[config.mk]
export PLATFORM = sky130hd
export DESIGN_NAME = board_ctrl_top
export DESIGN_NICKNAME = d
export VERILOG_FILES = /design/src/source/wb_soc_pkg.sv /design/src/source/board_periph_pkg.sv /design/src/source/por_reset_gen.sv /design/src/source/wb_decoder.sv /design/src/source/gpio_port.sv /design/src/source/switch_irq.sv /design/src/source/irq_ctrl.sv /design/src/source/board_ctrl_top.sv
export SDC_FILE = /design/constraint.sdc
export NUM_CORES = 1
export LEC_CHECK = 0
export BUFFER_PORTS_ARGS = -buffer_cell sky130_fd_sc_hd__buf_2
export CAP_MARGIN = 5
export CORE_MARGIN = 2
export CORE_UTILIZATION = 40
export CTS_CLUSTER_SIZE = 16
export DETAILED_ROUTE_END_ITERATION = 12
export PLACE_DENSITY = 0.73
export SLEW_MARGIN = 10
export SYNTH_ARGS = -nofsm -noshare
export SYNTH_HDL_FRONTEND = slang
export SYNTH_SLANG_ARGS = --single-unit
[constraint.sdc]
create_clock -name i_clk -period 3.2 [get_ports i_clk]
set_clock_uncertainty 0.2 [all_clocks]
set_input_delay 0.8 -clock i_clk [delete_from_list [all_inputs] [get_ports i_clk]]
set_output_delay 0.8 -clock i_clk [all_outputs]
set_load 0.05 [all_outputs]
[src/source/wb_soc_pkg.sv]
package wb_soc_pkg;

  // bus geometry
  localparam int BUS_ADR_W = 12;
  localparam int BUS_DAT_W = 32;

  // byte address, 4 kB window
  typedef logic [BUS_ADR_W-1:0] bus_addr_t;

  // one bus word
  typedef logic [BUS_DAT_W-1:0] bus_data_t;

  // master side of the bus
  // cyc and stb stay up until ack or err
  typedef struct packed {
    logic      cyc;
    logic      stb;
    logic      we;
    bus_addr_t adr;
    bus_data_t dat;
  } wb_req_t;

  // slave side of the bus
  // ack or err is a one-cycle pulse, dat only valid with a read ack
  typedef struct packed {
    logic      ack;
    logic      err;
    bus_data_t dat;
  } wb_rsp_t;

  // power-on hold length after clk_reset drops, in clock cycles
  localparam int POR_CYCLES = 16;

endpackage

[src/source/board_periph_pkg.sv]
package board_periph_pkg;

  // slot select bits in the byte address
  localparam int SLOT_LSB = 8;
  localparam int SLOT_W   = 2;
  typedef logic [SLOT_W-1:0] slot_t;

  // slot map, slot 3 left unmapped
  localparam slot_t SLOT_GPIO   = 2'd0;
  localparam slot_t SLOT_SWITCH = 2'd1;
  localparam slot_t SLOT_IRQ    = 2'd2;

  // word offset inside a slot
  localparam int REG_LSB = 2;
  localparam int REG_W   = 2;
  typedef logic [REG_W-1:0] reg_off_t;

  // per-peripheral register offsets
  localparam reg_off_t GPIO_REG_DATA  = 2'd0;
  localparam reg_off_t GPIO_REG_DIR   = 2'd1;
  localparam reg_off_t SW_REG_LEVEL   = 2'd0;
  localparam reg_off_t SW_REG_PENDING = 2'd1;
  localparam reg_off_t IRQ_REG_ENABLE = 2'd0;
  localparam reg_off_t IRQ_REG_STATUS = 2'd1;

  // peripheral widths
  localparam int GPIO_W       = 8;
  localparam int NUM_SWITCHES = 3;
  typedef logic [GPIO_W-1:0]       gpio_t;
  typedef logic [NUM_SWITCHES-1:0] sw_vec_t;

endpackage

[src/source/por_reset_gen.sv]
`timescale 1ns/1ps

module por_reset_gen (
  input  logic i_clk,
  input  logic clk_reset,
  output logic periph_rst_o,
  output logic sys_ready_o
);

  // counter just wide enough for the hold length
  typedef logic [$clog2(wb_soc_pkg::POR_CYCLES + 1)-1:0] por_cnt_t;

  typedef enum logic {
    POR_HOLD,
    POR_RUN
  } por_state_t;

  por_state_t state_q;
  por_cnt_t   cnt_q;

  always_ff @(posedge i_clk) begin
    if (clk_reset) begin
      state_q <= POR_HOLD;
      cnt_q   <= por_cnt_t'(wb_soc_pkg::POR_CYCLES);
    end else begin
      case (state_q)
        POR_HOLD: begin
          // last hold cycle, leave reset on this edge
          if (cnt_q == por_cnt_t'(1)) begin
            state_q <= POR_RUN;
          end
          cnt_q <= cnt_q - 1'b1;
        end
        default: begin
          // stays here until the next clk_reset
          state_q <= POR_RUN;
        end
      endcase
    end
  end

  assign periph_rst_o = (state_q == POR_HOLD);
  assign sys_ready_o  = (state_q == POR_RUN);

endmodule

[src/source/wb_decoder.sv]
`timescale 1ns/1ps

module wb_decoder (
  input  logic                i_clk,
  input  logic                clk_reset,
  input  logic                ready_i,
  input  wb_soc_pkg::wb_req_t host_req_i,
  output wb_soc_pkg::wb_rsp_t host_rsp_o,
  output wb_soc_pkg::wb_req_t gpio_req_o,
  output wb_soc_pkg::wb_req_t sw_req_o,
  output wb_soc_pkg::wb_req_t irq_req_o,
  input  wb_soc_pkg::wb_rsp_t gpio_rsp_i,
  input  wb_soc_pkg::wb_rsp_t sw_rsp_i,
  input  wb_soc_pkg::wb_rsp_t irq_rsp_i
);

  import wb_soc_pkg::*;
  import board_periph_pkg::*;

  slot_t slot;
  logic  host_act;
  logic  sel_gpio;
  logic  sel_sw;
  logic  sel_irq;
  logic  miss;
  logic  err_q;
  logic  err_hold_q;

  assign slot     = host_req_i.adr[SLOT_LSB +: SLOT_W];
  assign host_act = host_req_i.cyc & host_req_i.stb;

  // no slave gets selected while the peripherals sit in reset
  assign sel_gpio = ready_i & (slot == SLOT_GPIO);
  assign sel_sw   = ready_i & (slot == SLOT_SWITCH);
  assign sel_irq  = ready_i & (slot == SLOT_IRQ);

  // unmapped slot or not ready yet, decoder answers itself
  assign miss = host_act & ~(sel_gpio | sel_sw | sel_irq);

  // same request to all slaves, only stb is steered
  always_comb begin
    gpio_req_o     = host_req_i;
    gpio_req_o.stb = host_req_i.stb & sel_gpio;
    sw_req_o       = host_req_i;
    sw_req_o.stb   = host_req_i.stb & sel_sw;
    irq_req_o      = host_req_i;
    irq_req_o.stb  = host_req_i.stb & sel_irq;
  end

  // one err pulse per request
  // hold flag stays up until the master drops stb
  always_ff @(posedge i_clk) begin
    if (clk_reset) begin
      err_q      <= 1'b0;
      err_hold_q <= 1'b0;
    end else begin
      err_q      <= miss & ~err_hold_q;
      err_hold_q <= host_act & (err_hold_q | miss);
    end
  end

  // slaves drive zero when idle, so a plain OR merges them
  always_comb begin
    host_rsp_o.ack = gpio_rsp_i.ack | sw_rsp_i.ack | irq_rsp_i.ack;
    host_rsp_o.err = err_q | gpio_rsp_i.err | sw_rsp_i.err | irq_rsp_i.err;
    host_rsp_o.dat = gpio_rsp_i.dat | sw_rsp_i.dat | irq_rsp_i.dat;
  end

endmodule

[src/source/gpio_port.sv]
`timescale 1ns/1ps

module gpio_port (
  input  logic                      i_clk,
  input  logic                      clk_reset,
  input  wb_soc_pkg::wb_req_t       req_i,
  output wb_soc_pkg::wb_rsp_t       rsp_o,
  input  board_periph_pkg::gpio_t   gpio_i,
  output board_periph_pkg::gpio_t   gpio_o,
  output board_periph_pkg::gpio_t   gpio_oe_o
);

  import wb_soc_pkg::*;
  import board_periph_pkg::*;

  gpio_t     data_q;
  gpio_t     dir_q;
  gpio_t     in_meta_q;
  gpio_t     in_sync_q;
  reg_off_t  off;
  logic      access;
  logic      ack_q;
  bus_data_t rd_val;
  bus_data_t rd_q;

  assign off = req_i.adr[REG_LSB +: REG_W];

  // new request only, cycle after ack is the master still holding stb
  assign access = req_i.cyc & req_i.stb & ~ack_q;

  // driven pins read back the register, input pins the synced pad
  always_comb begin
    case (off)
      GPIO_REG_DATA: rd_val = bus_data_t'((data_q & dir_q) | (in_sync_q & ~dir_q));
      GPIO_REG_DIR:  rd_val = bus_data_t'(dir_q);
      default:       rd_val = '0;
    endcase
  end

  // two-flop input synchronizer
  always_ff @(posedge i_clk) begin
    in_meta_q <= gpio_i;
    in_sync_q <= in_meta_q;
  end

  always_ff @(posedge i_clk) begin
    if (clk_reset) begin
      data_q <= '0;
      dir_q  <= '0;
      ack_q  <= 1'b0;
    end else begin
      ack_q <= access;
      if (access && req_i.we) begin
        // other offsets drop the write but still ack
        case (off)
          GPIO_REG_DATA: data_q <= req_i.dat[GPIO_W-1:0];
          GPIO_REG_DIR:  dir_q  <= req_i.dat[GPIO_W-1:0];
          default: begin
          end
        endcase
      end
    end
  end

  // read word, zero on writes and idle cycles
  always_ff @(posedge i_clk) begin
    rd_q <= (access && !req_i.we) ? rd_val : '0;
  end

  always_comb begin
    rsp_o.ack = ack_q;
    rsp_o.err = 1'b0;
    rsp_o.dat = rd_q;
  end

  assign gpio_o    = data_q;
  assign gpio_oe_o = dir_q;

endmodule

[src/source/switch_irq.sv]
`timescale 1ns/1ps

module switch_irq (
  input  logic                      i_clk,
  input  logic                      clk_reset,
  input  wb_soc_pkg::wb_req_t       req_i,
  output wb_soc_pkg::wb_rsp_t       rsp_o,
  input  board_periph_pkg::sw_vec_t switch_i,
  output board_periph_pkg::sw_vec_t pending_o
);

  import wb_soc_pkg::*;
  import board_periph_pkg::*;

  sw_vec_t   sw_meta_q;
  sw_vec_t   sw_sync_q;
  sw_vec_t   sw_prev_q;
  sw_vec_t   rise;
  sw_vec_t   clr;
  sw_vec_t   pending_q;
  reg_off_t  off;
  logic      access;
  logic      ack_q;
  bus_data_t rd_q;

  assign off    = req_i.adr[REG_LSB +: REG_W];
  assign access = req_i.cyc & req_i.stb & ~ack_q;

  // low to high on the synced level
  assign rise = sw_sync_q & ~sw_prev_q;

  // write one to clear
  assign clr = (access && req_i.we && off == SW_REG_PENDING) ?
               req_i.dat[NUM_SWITCHES-1:0] : '0;

  always_ff @(posedge i_clk) begin
    if (clk_reset) begin
      sw_meta_q <= '0;
      sw_sync_q <= '0;
      sw_prev_q <= '0;
      pending_q <= '0;
      ack_q     <= 1'b0;
    end else begin
      // synchronizer then edge register
      sw_meta_q <= switch_i;
      sw_sync_q <= sw_meta_q;
      sw_prev_q <= sw_sync_q;
      // sticky, an edge in the clear cycle survives
      pending_q <= (pending_q & ~clr) | rise;
      ack_q     <= access;
    end
  end

  always_ff @(posedge i_clk) begin
    if (access && !req_i.we && off == SW_REG_LEVEL) begin
      rd_q <= bus_data_t'(sw_sync_q);
    end else if (access && !req_i.we && off == SW_REG_PENDING) begin
      rd_q <= bus_data_t'(pending_q);
    end else begin
      rd_q <= '0;
    end
  end

  always_comb begin
    rsp_o.ack = ack_q;
    rsp_o.err = 1'b0;
    rsp_o.dat = rd_q;
  end

  assign pending_o = pending_q;

endmodule

[src/source/irq_ctrl.sv]
`timescale 1ns/1ps

module irq_ctrl (
  input  logic                      i_clk,
  input  logic                      clk_reset,
  input  wb_soc_pkg::wb_req_t       req_i,
  output wb_soc_pkg::wb_rsp_t       rsp_o,
  input  board_periph_pkg::sw_vec_t src_i,
  output logic                      irq_o
);

  import wb_soc_pkg::*;
  import board_periph_pkg::*;

  sw_vec_t   en_q;
  sw_vec_t   masked;
  reg_off_t  off;
  logic      access;
  logic      ack_q;
  logic      irq_q;
  bus_data_t rd_val;
  bus_data_t rd_q;

  assign off    = req_i.adr[REG_LSB +: REG_W];
  assign access = req_i.cyc & req_i.stb & ~ack_q;

  // sources that are allowed through
  assign masked = src_i & en_q;

  always_comb begin
    case (off)
      IRQ_REG_ENABLE: rd_val = bus_data_t'(en_q);
      IRQ_REG_STATUS: rd_val = bus_data_t'(masked);
      default:        rd_val = '0;
    endcase
  end

  always_ff @(posedge i_clk) begin
    if (clk_reset) begin
      en_q  <= '0;
      irq_q <= 1'b0;
      ack_q <= 1'b0;
    end else begin
      ack_q <= access;
      // status is read only
      if (access && req_i.we && off == IRQ_REG_ENABLE) begin
        en_q <= req_i.dat[NUM_SWITCHES-1:0];
      end
      // one line for the whole bank, lags the mask by a cycle
      irq_q <= |masked;
    end
  end

  always_ff @(posedge i_clk) begin
    rd_q <= (access && !req_i.we) ? rd_val : '0;
  end

  always_comb begin
    rsp_o.ack = ack_q;
    rsp_o.err = 1'b0;
    rsp_o.dat = rd_q;
  end

  assign irq_o = irq_q;

endmodule

[src/source/board_ctrl_top.sv]
`timescale 1ns/1ps

module board_ctrl_top (
  input  logic                      i_clk,
  input  logic                      clk_reset,
  input  wb_soc_pkg::wb_req_t       wb_req_i,
  output wb_soc_pkg::wb_rsp_t       wb_rsp_o,
  input  board_periph_pkg::gpio_t   gpio_i,
  output board_periph_pkg::gpio_t   gpio_o,
  output board_periph_pkg::gpio_t   gpio_oe_o,
  input  board_periph_pkg::sw_vec_t switch_i,
  output logic                      irq_o,
  output logic                      sys_ready_o
);

  import wb_soc_pkg::*;
  import board_periph_pkg::*;

  // peripheral reset, held past clk_reset by the POR counter
  logic    periph_rst;
  wb_req_t gpio_req;
  wb_req_t sw_req;
  wb_req_t irq_req;
  wb_rsp_t gpio_rsp;
  wb_rsp_t sw_rsp;
  wb_rsp_t irq_rsp;
  // switch pending bits feed the interrupt controller
  sw_vec_t sw_pending;

  por_reset_gen u_por (
    .i_clk        (i_clk),
    .clk_reset    (clk_reset),
    .periph_rst_o (periph_rst),
    .sys_ready_o  (sys_ready_o)
  );

  // decoder runs from the board reset so it can err during the hold
  wb_decoder u_dec (
    .i_clk      (i_clk),
    .clk_reset  (clk_reset),
    .ready_i    (sys_ready_o),
    .host_req_i (wb_req_i),
    .host_rsp_o (wb_rsp_o),
    .gpio_req_o (gpio_req),
    .sw_req_o   (sw_req),
    .irq_req_o  (irq_req),
    .gpio_rsp_i (gpio_rsp),
    .sw_rsp_i   (sw_rsp),
    .irq_rsp_i  (irq_rsp)
  );

  gpio_port u_gpio (
    .i_clk     (i_clk),
    .clk_reset (periph_rst),
    .req_i     (gpio_req),
    .rsp_o     (gpio_rsp),
    .gpio_i    (gpio_i),
    .gpio_o    (gpio_o),
    .gpio_oe_o (gpio_oe_o)
  );

  switch_irq u_sw (
    .i_clk     (i_clk),
    .clk_reset (periph_rst),
    .req_i     (sw_req),
    .rsp_o     (sw_rsp),
    .switch_i  (switch_i),
    .pending_o (sw_pending)
  );

  irq_ctrl u_irq (
    .i_clk     (i_clk),
    .clk_reset (periph_rst),
    .req_i     (irq_req),
    .rsp_o     (irq_rsp),
    .src_i     (sw_pending),
    .irq_o     (irq_o)
  );

endmodule

==> results.json <==
{
  "slowest_stage": "dfxtp_1",
  "finalWorstSetupSlack_ns": 0.810,
  "synthAdderAreaFrac": 0.00898,
  "hold_depth": 0,
  "r2r_cells": 4,
  "r2r_slack_ns": 1.07,
  "num-fill-cells": 633,
  "placedCellCount": 382,
  "crit_path_end_kind": "output pin",
  "die_h_um": 87.5,
  "antenna_found_initial": 0,
  "regToRegEndpoint": "u_sw.rd_q[2]",
  "ys.flop_type": "dfxtp_1",
  "place_ws_ns": 0.945,
  "vias_per_cell": 4.59,
  "synthCells": 261,
  "path_buf_inv": 1,
  "route.detailed.drc": 0,
  "dieWidth_um": 87.5,
  "synth_area_leader_cell": "dfxtp_1",
  "syn_avg_cell_area_um2": 10.7,
  "min_path_type": "reg -> reg",
  "ctsResizeCount": 0,
  "grt_pass1_vias": 1749,
  "cap_violations": 0,
  "avgRoutedWirePerCell_um": 12.7,
  "layout.nets": 375,
  "synthTopCellsByArea": "dfxtp_1, buf_4, mux2i_1",
  "worstPathCellList": "buf_2",
  "synth_top_family_by_area": "simple AND/OR/NAND/NOR gates",
  "relSlewSlack": 0.616,
  "cts_root_buffer": "clkbuf_8",
  "synth_area_um2": 2790,
  "ctsHoldBuffers": 0,
  "post-route-util": 0.473,
  "synth-simple-area-share": 0.226,
  "path_class": "reg -> out",
  "rsz0062_at_grt": "no",
  "grt-ovfl-total": 0,
  "final_layout_size_suffix_gt1_frac": 0.280,
  "cp.required_ns": 2.20,
  "finalSetupTns_ns": 0,
  "drtIter0Drc": 136,
  "post_cts.repair.setup_buffers": 0,
  "core_region_area_um2": 6760,
  "synth-seq-cells": 73,
  "cp-start-kind": "flip-flop",
  "clock_path_buffers": 2,
  "p_per_area_nw_per_um2": 604,
  "port-buffer-count": 55,
  "ys_warn_count": 0,
  "clock_latency_ns": 0.33,
  "fp.dieArea_um2": 7650,
  "dp_hpwl_um": 3600,
  "finalSetupViolCount": 0,
  "vias": 1827,
  "grtUsageTotal": 0.140,
  "grt_pass1_wl_um": 8360,
  "synth.area.mux_share": 0.0790,
  "r2r-start": "u_por.sys_ready_o",
  "antenna_cells": 0,
  "grt_max_degree": 36,
  "hold_viol": 0,
  "drt.antenna.violating_nets": 0,
  "ys_types": 40,
  "arrival_ns": 1.39,
  "min_to": "u_gpio.in_sync_q[2]",
  "start_util": 0.413,
  "p_leak_nw": 1.48,
  "synth-async-reset-ratio": 0,
  "cp_top_family": "flip-flops",
  "min-delay-start": "u_gpio.in_meta_q[2]",
  "peakVddDrop_mv": 0.320,
  "synth_edf_count": 0,
  "fmax_mhz": 418,
  "synth-seq-area-share": 0.524,
  "clkSinkCount": 73,
  "wirelength_um": 5070,
  "worst_pin_slew_ns": 0.576,
  "max_stage_delay_ns": 0.69,
  "htree_levels": 3,
  "place.gp.congestion": 0.748,
  "finalNonFillerCells": 398,
  "cts_tree": "done",
  "outcome": "finished clean",
  "cts_buffers": 9,
  "synth_top_area_frac": 0.524,
  "drtPass1Iterations": 4,
  "fin_crit_sh": 0.747,
  "clkSlewWorstSetupHoldPaths_ns": 0.07,
  "synthXorXnorAreaFrac": 0.0126,
  "synth_compound_area_frac": 0.0408,
  "io_pins": 112,
  "period_needed_ns": 2.39,
  "rows": 30,
  "path_max_fanout": 18,
  "maxSlewViolCount": 0,
  "syn_to_final_growth_pct": 14.6
}
[cell usage after synthesis (2+ instances only)]
library cell and number:
a21oi_1 9, a32o_1 3, and2_1 11, buf_2 5, buf_4 30, clkbuf_1 2
dfxtp_1 73, ha_1 2, inv_1 6, inv_2 2, mux2i_1 22, nand2_1 29
nand3_4 3, nand4_1 3, nor2_1 11, nor2b_1 2, nor3_2 8, nor3b_1 8
nor4_1 3, nor4b_1 2, o21ai_1 3, or3_1 4, xnor2_1 3
[sequential cells by signal (all words and copies together), names as in the netlist, 5 cells and up]
name,count
u_gpio.rd_q,8
u_gpio.in_sync_q,8
u_gpio.gpio_oe_o,8
u_gpio.in_meta_q,8
u_por.cnt_q,5
u_gpio.gpio_o,8
[placed cells by master, fill, tap and decap left out, drive strengths merged, types with 2 or more instances in the layout]
master	synthesis	layout
dfxtp	73	73
buf	36	56
nand2	29	29
conb	1	24
mux2i	22	22
nor2	12	12
clkbuf	2	12
and2	11	11
a21oi	9	9
nor3b	9	9
nor3	8	8
inv	8	8
or3	4	4
nor4	4	4
nand4	3	3
a32o	3	3
o21ai	3	3
xnor2	3	3
nand3	3	3
nor2b	2	2
nor4b	2	2
ha	2	2
nand4b	2	2
and3b	2	2
clkinv	0	2
[where the power goes]
part	total [mW]	switching (mW)	internal, mW
combinational	0.215	0.143	0.0716
clock	0.731	0.328	0.403
sequential	0.983	0.0348	0.948
total	1.93	0.506	1.42
[layer usage]
| metal | GRT usage | part of all wire | vias up |
|---|---|---|---|
| met2 | 0.219 | 0.49 | 43 |
| met1 | 0.183 | 0.45 | 849 |
| met3 | 0.0398 | 0.052 | 4 |
| met4 | 0.0545 | 0.011 | 0 |
| met5 | 0 | 0 | - |
| li1 | - | - | 931 |
[area by class of cell]
cell class / count / area, µm² / area share
multi-input combinational: 165 / 1110 / 0.349
clock inverter: 4 / 51.3 / 0.0161
clock buffer: 12 / 155 / 0.0486
inverter: 8 / 30.0 / 0.00940
sequential: 73 / 1460 / 0.458
tap: 80 / 100 / 0.0313
timing repair buffer: 56 / 283 / 0.0885
[through the flow]
stage	area [µm²]	hold slack (ns)	power, mW
global placement	2990	0.111	1.21
floorplan	2870	0.110	1.20
CTS	3190	0.133	1.95
finish	3190	0.130	1.93
detailed placement	2990	0.114	1.22
global route	3190	0.142	2.01
[cells by family (layout without fill, tap and decap cells)]
family,after synthesis,count (layout)
AO/OA/AOI/OAI,18,18
XOR/XNOR,4,4
adder cells (fa/ha/maj),2,2
buffers and inverters,46,80
flip-flops,73,73
multiplexers,22,22
other,1,24
AND/OR/NAND/NOR,95,95
[worst max path at each step]
| stage | start | to | cells after the start |
|---|---|---|---|
| 6_report | u_por.sys_ready_o | sys_ready_o | 1 |
| 5_1_grt | u_por.sys_ready_o | sys_ready_o | 1 |
| 4_1_cts | u_por.sys_ready_o | sys_ready_o | 1 |
| 3_5_place_dp | wb_req_i[40] | u_gpio.rd_q[2] | 4 |
| 3_3_place_gp | wb_req_i[40] | u_gpio.gpio_oe_o[5] | 4 |
| 2_1_floorplan | u_sw.ack_q | wb_rsp_o[33] | 1 |
No activity file was read; power rests on OpenSTA's default activity.
